<file path="src/design/raygen_pkg.sv">
`default_nettype none

package raygen_pkg;

    // signed Q8.24 fixed point
    localparam int FP_FRAC_BITS = 24;

    typedef logic signed [31:0] fp;

    localparam fp FP_ONE        = 32'h0100_0000;
    localparam fp FP_HALF       = 32'h0080_0000;
    // newton step constant
    localparam fp FP_THREE_HALF = 32'h0180_0000;
    // saturation value, also the answer for a zero input
    localparam fp FP_MAX        = 32'h7FFF_FFFF;

    // screen coordinate, unsigned
    typedef logic [11:0] coord_t;

    typedef struct packed {
        fp x;
        fp y;
        fp z;
    } vec3;

    // pixel tag that rides along with each ray
    typedef struct packed {
        coord_t px;
        coord_t py;
    } pixel_t;

    // pipeline depths
    localparam int INV_SQRT_LATENCY = 7;
    // ndc + view ray + length + inv_sqrt + normalize
    localparam int RAY_LATENCY      = INV_SQRT_LATENCY + 4;

    // fixed camera basis, looking down z
    localparam vec3 CAMERA_RIGHT = '{x: FP_ONE, y: '0, z: '0};
    localparam vec3 CAMERA_UP    = '{x: '0, y: FP_ONE, z: '0};

    // full product, drop the low fraction bits
    function automatic fp fp_mul(input fp a, input fp b);
        logic signed [63:0] prod;
        prod = a * b;
        return prod[FP_FRAC_BITS +: 32];
    endfunction

    function automatic fp vec3_dot(input vec3 a, input vec3 b);
        return fp_mul(a.x, b.x) + fp_mul(a.y, b.y) + fp_mul(a.z, b.z);
    endfunction

    function automatic vec3 make_vec3(input fp vx, input fp vy, input fp vz);
        vec3 v;
        v.x = vx;
        v.y = vy;
        v.z = vz;
        return v;
    endfunction

    // integer coordinate into the Q8.24 integer part
    // only values below 128 survive
    function automatic fp int_to_fp(input coord_t c);
        return fp'(32'(c) << FP_FRAC_BITS);
    endfunction

endpackage

`default_nettype wire

</file>
<file path="src/design/pixel_scanner.sv">
`default_nettype none
`timescale 1ns/1ps

module pixel_scanner #(
    parameter int SCREEN_WIDTH  = 64,
    parameter int SCREEN_HEIGHT = 48
) (
    input  logic               clk,
    input  logic               rst,
    input  logic               start,
    output raygen_pkg::pixel_t pixel,
    output logic               pixel_valid,
    output logic               scan_done,
    output logic               busy
);

    import raygen_pkg::*;

    typedef enum logic {
        IDLE,
        SCAN
    } state_t;

    state_t state;
    coord_t x_cnt;
    coord_t y_cnt;
    coord_t x_next;
    coord_t y_next;
    logic   next_is_last;

    // next raster position, x fastest
    always_comb begin
        if (state == IDLE) begin
            x_next = '0;
            y_next = '0;
        end else if (x_cnt == coord_t'(SCREEN_WIDTH - 1)) begin
            x_next = '0;
            y_next = y_cnt + coord_t'(1);
        end else begin
            x_next = x_cnt + coord_t'(1);
            y_next = y_cnt;
        end
        next_is_last = (x_next == coord_t'(SCREEN_WIDTH - 1)) &&
                       (y_next == coord_t'(SCREEN_HEIGHT - 1));
    end

    always_ff @(posedge clk) begin
        if (!rst) begin
            state       <= IDLE;
            x_cnt       <= '0;
            y_cnt       <= '0;
            pixel_valid <= 1'b0;
            scan_done   <= 1'b0;
            busy        <= 1'b0;
        end else begin
            case (state)
                IDLE: begin
                    // first pixel goes out on the same edge
                    if (start) begin
                        state       <= SCAN;
                        busy        <= 1'b1;
                        pixel_valid <= 1'b1;
                        x_cnt       <= x_next;
                        y_cnt       <= y_next;
                        scan_done   <= next_is_last;
                    end
                end
                SCAN: begin
                    // start ignored here
                    if (scan_done) begin
                        state       <= IDLE;
                        busy        <= 1'b0;
                        pixel_valid <= 1'b0;
                        scan_done   <= 1'b0;
                    end else begin
                        x_cnt     <= x_next;
                        y_cnt     <= y_next;
                        scan_done <= next_is_last;
                    end
                end
                default: begin
                    state <= IDLE;
                end
            endcase
        end
    end

    assign pixel = '{px: x_cnt, py: y_cnt};

endmodule

`default_nettype wire

</file>
<file path="config.mk">
export PLATFORM = sky130hd
export DESIGN_NAME = pixel_scanner
export DESIGN_NICKNAME = d
export VERILOG_FILES = /design/src/design/raygen_pkg.sv /design/src/design/pixel_scanner.sv
export SDC_FILE = /design/constraint.sdc
export NUM_CORES = 1
export LEC_CHECK = 0
export ABC_AREA = 1
export BUFFER_PORTS_ARGS = -buffer_cell sky130_fd_sc_hd__buf_4
export CAP_MARGIN = 20
export CORE_MARGIN = 3
export CORE_UTILIZATION = 25
export CTS_BUF_LIST = sky130_fd_sc_hd__clkbuf_2
export DETAILED_ROUTE_END_ITERATION = 10
export GPL_TIMING_DRIVEN = 1
export PLACE_DENSITY_LB_ADDON = 0.12
export SLEW_MARGIN = 20
export SYNTH_ARGS = -nofsm -noshare
export SYNTH_HDL_FRONTEND = slang
export SYNTH_SLANG_ARGS = --single-unit
</file>
<file path="constraint.sdc">
create_clock -name clk -period 5.1 [get_ports clk]
set_clock_uncertainty 0.2 [all_clocks]
set_input_delay 0.51 -clock clk [delete_from_list [all_inputs] [get_ports clk]]
set_output_delay 0.51 -clock clk [all_outputs]
set_load 0.03 [all_outputs]
</file>
# Word level (Yosys, flattened, before mapping)

Cells that the tools add are included.
W data, S select, Z words.

Register bits after elaboration: 27
Logic and storage cells: 36
Output and inout port bits: 27
Input bits: 3

Multiplexer cells: 19
Bitwise operators: 1
Equal/unequal tests: 6
Add/sub/neg operators: 2
Reductions and logical operators: 3

Operators by type and width:

| kind                    | number |
|---|---|
| $mux W12                | 8 |
| $pmux W12 S2            | 2 |
| $eq A12 B6 Y1 const B   | 3 |
| $add A12 B1 Y12 const B | 2 |
| $mux W1                 | 6 |
| $ne A2 B2 Y1 const B    | 3 |
| $pmux W1 S2             | 3 |
| $reduce_and A2 Y1       | 2 |
| $logic_and A1 B1 Y1     | 1 |
| $not A1 Y1              | 1 |

# Longest topological paths before layout

Depth after elaboration: 7
Depth in mapped cells: 13
Mapped depth without buffers: 13

# Worst setup path before layout

No wires, ideal clock.

Path type: reg2reg
Start point: reg x_cnt[1]
End point: reg scan_done
Required time: 4.769 ns
Period minus slack after synthesis: 2.126 ns
Path buffers: 0
Data arrival time: 1.795 ns
Setup time: 0.131 ns
Stages on the path, launching flop included: 13
Setup slack: 2.974 ns
Cells stage by stage: dfxtp_1 > ha_1 > nand2_4 > nor2_8 > inv_4 > nor2_8 > nand2_2 > o21bai_1 > nand3_2 > nand2_1 > inv_1 > nand3_1 > a21oi_2

Cells in the longest elaborated chain, start to end: 7
Elaborated cells between the ends (all ways): 12

RTL lines:

| item                                             | line                                     | RTL |
|---|---|---|
| from (decl)                                      | pixel_scanner.sv:25                      | `coord_t x_cnt;` |
| from (signal assigned)                           | pixel_scanner.sv:63                      | `x_cnt <= x_next;` |
| from (signal assigned)                           | pixel_scanner.sv:76                      | `x_cnt <= x_next;` |
| $add A12 B1 Y12 or $eq A12 B6 Y1 (tied branches) | pixel_scanner.sv:40, pixel_scanner.sv:36 |  |
| $mux W12                                         | pixel_scanner.sv:36                      | `end else if (x_cnt == coord_t'(SCREEN_WIDTH - 1)) begin` |
| $mux W12                                         | pixel_scanner.sv:33                      | `if (state == IDLE) begin` |
| $eq A12 B6 Y1 (on tied branches)                 | pixel_scanner.sv:43, pixel_scanner.sv:44 |  |
| $logic_and A1 B1 Y1 (*)                          | pixel_scanner.sv:43                      | `next_is_last = (x_next == coord_t'(SCREEN_WIDTH - 1)) &&` |
| $mux W1 (on tied branches)                       | pixel_scanner.sv:70, pixel_scanner.sv:59 |  |
| $pmux W1 S2 (*)                                  | pixel_scanner.sv:56                      | `case (state)` |
| to (signal assigned)                             | pixel_scanner.sv:65                      | `scan_done <= next_is_last;` |
| to (signal assigned)                             | pixel_scanner.sv:78                      | `scan_done <= next_is_last;` |
| to (decl)                                        | pixel_scanner.sv:13                      | `output logic scan_done,` |

Every way passes the cells marked *; elsewhere a longest branch is shown, timed or not. The select of a mux whose other input is x is not followed.
A chain may end at the register's enable or synchronous reset.

# Worst setup path after layout

Start point: reg state
End point: reg scan_done

Cells in the longest elaborated chain, start to end: 5
Elaborated cells between the ends (all ways): 10

RTL lines:

| item                             | line                                     | RTL |
|---|---|---|
| from (decl)                      | pixel_scanner.sv:24                      | `state_t state;` |
| from (signal assigned)           | pixel_scanner.sv:49                      | `state <= IDLE;` |
| from (signal assigned)           | pixel_scanner.sv:60                      | `state <= SCAN;` |
| from (signal assigned)           | pixel_scanner.sv:71                      | `state <= IDLE;` |
| $mux W12                         | pixel_scanner.sv:33                      |  |
| $eq A12 B6 Y1 (on tied branches) | pixel_scanner.sv:43, pixel_scanner.sv:44 |  |
| $logic_and A1 B1 Y1              | pixel_scanner.sv:43                      |  |
| $mux W1 (on tied branches)       | pixel_scanner.sv:70, pixel_scanner.sv:59 |  |
| $pmux W1 S2                      | pixel_scanner.sv:56                      |  |

Several ways; a longest one is shown, not always the timed one. The select of a mux whose other input is x is not followed.

==> results.md <==
* Status: finished clean
* R2R depth at 9
* 1st-pass router iterations at 4
* Power Density at 193 nW/µm²
* Gate Count Post-Synth at 299
* Slowest-stage cell, CP: dfxtp_1
* Post_cts resized at 0
* Dominant cells by area after synthesis: dfxtp_1 29%, nand2_1 16%, nand3_1 10%, a21oi_1 8.7%, inv_1 6.7%
* DIE AREA at 8460 µm²
* Synth warn at 0
* Clk_lat worst skew at 390 ps
* Switching power total at between 150 and 200 µW
* Starting Density at 0.265
* Critical Path Start Type: register
* Nets at 330
* Largest net degree at the start of global routing at 26
* R2R Setup Slk at between 2000 and 3000 ps
* Final HPWL DP at between 4000 and 5000 µm
* Most frequent CP cell: nor2_1
* HP Class: primary input to register
* Clk pwr share at 0.226
* RSZ-0062 raised after global routing: no
* Area Overhead vs Synth at 17.9%
* ANT nets after route at 0
* Final Cycle Share at 0.462
* Fmax at 424 MHz
* Slew Viols, Final at 0
* Mapped Nets at 304
* P_leak at 0.942 nW
* Commonest non-fill, non-tap cell in the layout: nand2_1
* Hold path depth at 3
* Ports at 30
* Syn Std Cell Area at 1850 µm²
* H-tree Lvls at 1
* Synth unique cells at 29
* Max incr delay on CP at ~960 ps
* Routed vias/inst at approximately 4.7
* Detailed-route via count at 1981
* CORE AREA at 6980 µm²
* Yosys reg bits at 27
* Initial antenna violation count at 0
* Layout cells sized above 1 at 0.179
* Worst path top cell family by delay: flip-flops
* Syn avg cell area at 6.18 µm²
* Sw Ratio at 0.359
* Routability Congestion at around 0.82
* Required @ worst endpoint at 5260 ps
* Max-cap viol count at 0
* Die Y at 92.0 µm
* R2R Path End: scan_done
* CP Max Fanout at 25
* CTS tree: yes
* Gr ovfl total at 0
* ANT cells at 0
* Reg clk slew, reported paths at 290 ps
* Filler cells at between 800 and 900
* Synth area leader: dfxtp_1
* Top-area cell type share of the netlist area at 0.292
* TritonCTS buffer count at 3
* Cell Chain, Critical Path: o21ai_1 > buf_4 > nor2_1 > nand4_1 > nor2_1 > nand3_1 > nor2_1 > nand3_1 > a21oi_2
* Final Setup Violations at 0
* Peak supply drop at 0.0736 mV
* Hold_buf cts at 0
* Die Width at 92.0 µm
* Setup Fix Bufs, Post-CTS at 0
* Reg-to-reg startpoint: state
* CP Buf/Inv Count at 1
* Final core utilization at 0.312
* Sequential cell area at 541 µm²
* Sequential power share at 0.570
* Worst hold margin at 165 ps
* Setup TNS at 0 ps
* Clock Path Buffers at 2
* FP Rows at 30
* CTS Sinks at 27
* Crit path capture type: register
* Vias in the first global route at 1789
* Worst Hold Path EP: busy
* First-pass GRT wire length at 9270 µm
* Slew headroom at 0.418
* PortBufs at 29
* Internal power at around 270 µW
* Routed wire per std cell at 13.4 µm
* Commonest non-fill, non-tap cells in the layout: 79 x nand2_1, 37 x nand3_1, 33 x inv_1, 32 x a21oi_1, 31 x buf_4
* Tot GR Track Use at 0.134
* Comb power frac at 0.204
* 1st-iter DRT viols at roughly 120
* Worst Path Arrival at 2520 ps
* Multi-input logic area at between 1000 and 1500 µm²
* Crit Path Class: register to register
* Total Wirelength at 5620 µm
* Hold_sp: start
* Slew @ Worst Pin at a little under 900 ps
* Min cycle time layout at about 2400 ps
* Fin. Hold Viols at 0
* Root Buffer: clkbuf_2
* DRC at 0
* Sequential share of the synthesized area at 0.292
-- flip-flops by register name, summed over array words and instances (netlist names) --
name and cells:
x_cnt 12, y_cnt 12, busy 1, scan_done 1, state 1
-- synth_stat cells --
cell      instances
dfxtp_1          27
o21bai_1          2
nand2_1          79
ha_1              2
a211oi_1          3
a31oi_1           1
buf_4             1
o31ai_1           1
clkbuf_1          7
nor3_1            2
nand4_1           9
o21ai_0           6
nor2_4            2
nand3_1          37
o21ai_1           1
inv_1            33
buf_2             1
a21oi_1          32
buf_1             1
nand2_2           3
nand2_4           2
nor2_1           30
nor2_2            9
or2_2             1
nand3_2           2
nor2_8            2
a21oi_2           1
inv_4             1
o32ai_1           1
-- power groups by stage --
| stage | registers (mW) | clock network [mW] | logic, mW |
|---|---|---|---|
| 2_1_floorplan | 0.253 | 0 | 0.0448 |
| 3_3_place_gp | 0.244 | 0 | 0.0868 |
| 3_5_place_dp | 0.243 | 0 | 0.0861 |
| 4_1_cts | 0.240 | 0.0990 | 0.0864 |
| 5_1_grt | 0.242 | 0.102 | 0.0944 |
| 6_report | 0.240 | 0.0949 | 0.0860 |
-- how the worst max path moves through the flow --
stage,startpoint,to,slack (ps),cells past startpoint
floorplan,x_cnt[1],scan_done,2970,12
global placement,state,scan_done,2820,9
detailed placement,state,scan_done,2790,9
CTS,state,scan_done,2730,9
global route,state,scan_done,2470,9
finish,state,scan_done,2740,9
-- kinds of logic (layout without fill, tap and decap cells) --
logic type	after synthesis	after routing	share of synthesized area
AND/OR/NAND/NOR	178	178	0.458
AO/OA/AOI/OAI	48	48	0.143
buffers and inverters	44	69	0.0934
flip-flops	27	27	0.292
adder cells (fa/ha/maj)	2	2	0.0135
-- metrics by stage --
step	instance area, µm²	cells	setup WS (ps)	total power [mW]
after global placement	2160	416	2820	0.330
after floorplan	1850	299	2970	0.298
after global routing	2180	420	2470	0.439
after CTS	2180	420	2730	0.425
after detailed placement	2160	416	2790	0.330
final	2180	420	2740	0.420
-- per-layer routing --
layer  track usage  vias to the layer above  share of wire
li1              -                     1031              -
met1         0.201                      911           0.53
met2         0.203                       34           0.44
met3        0.0115                        5          0.025
met4        0.0408                        0          0.013
met5             0                        -              0
-- layout make-up --
class                      instances  share of cell area
tap                               96              0.0551
multi-input combinational        228               0.521
clock buffer                       4             0.00918
timing repair buffer              31               0.107
sequential                        27               0.248
inverter                          34              0.0597
-- tightest hold or removal path, cell delays in order --
cell,delay (ps)
buf_4,90
a21oi_1,60
nor2_1,90
Note: power is estimated with default switching activity, not from simulation.
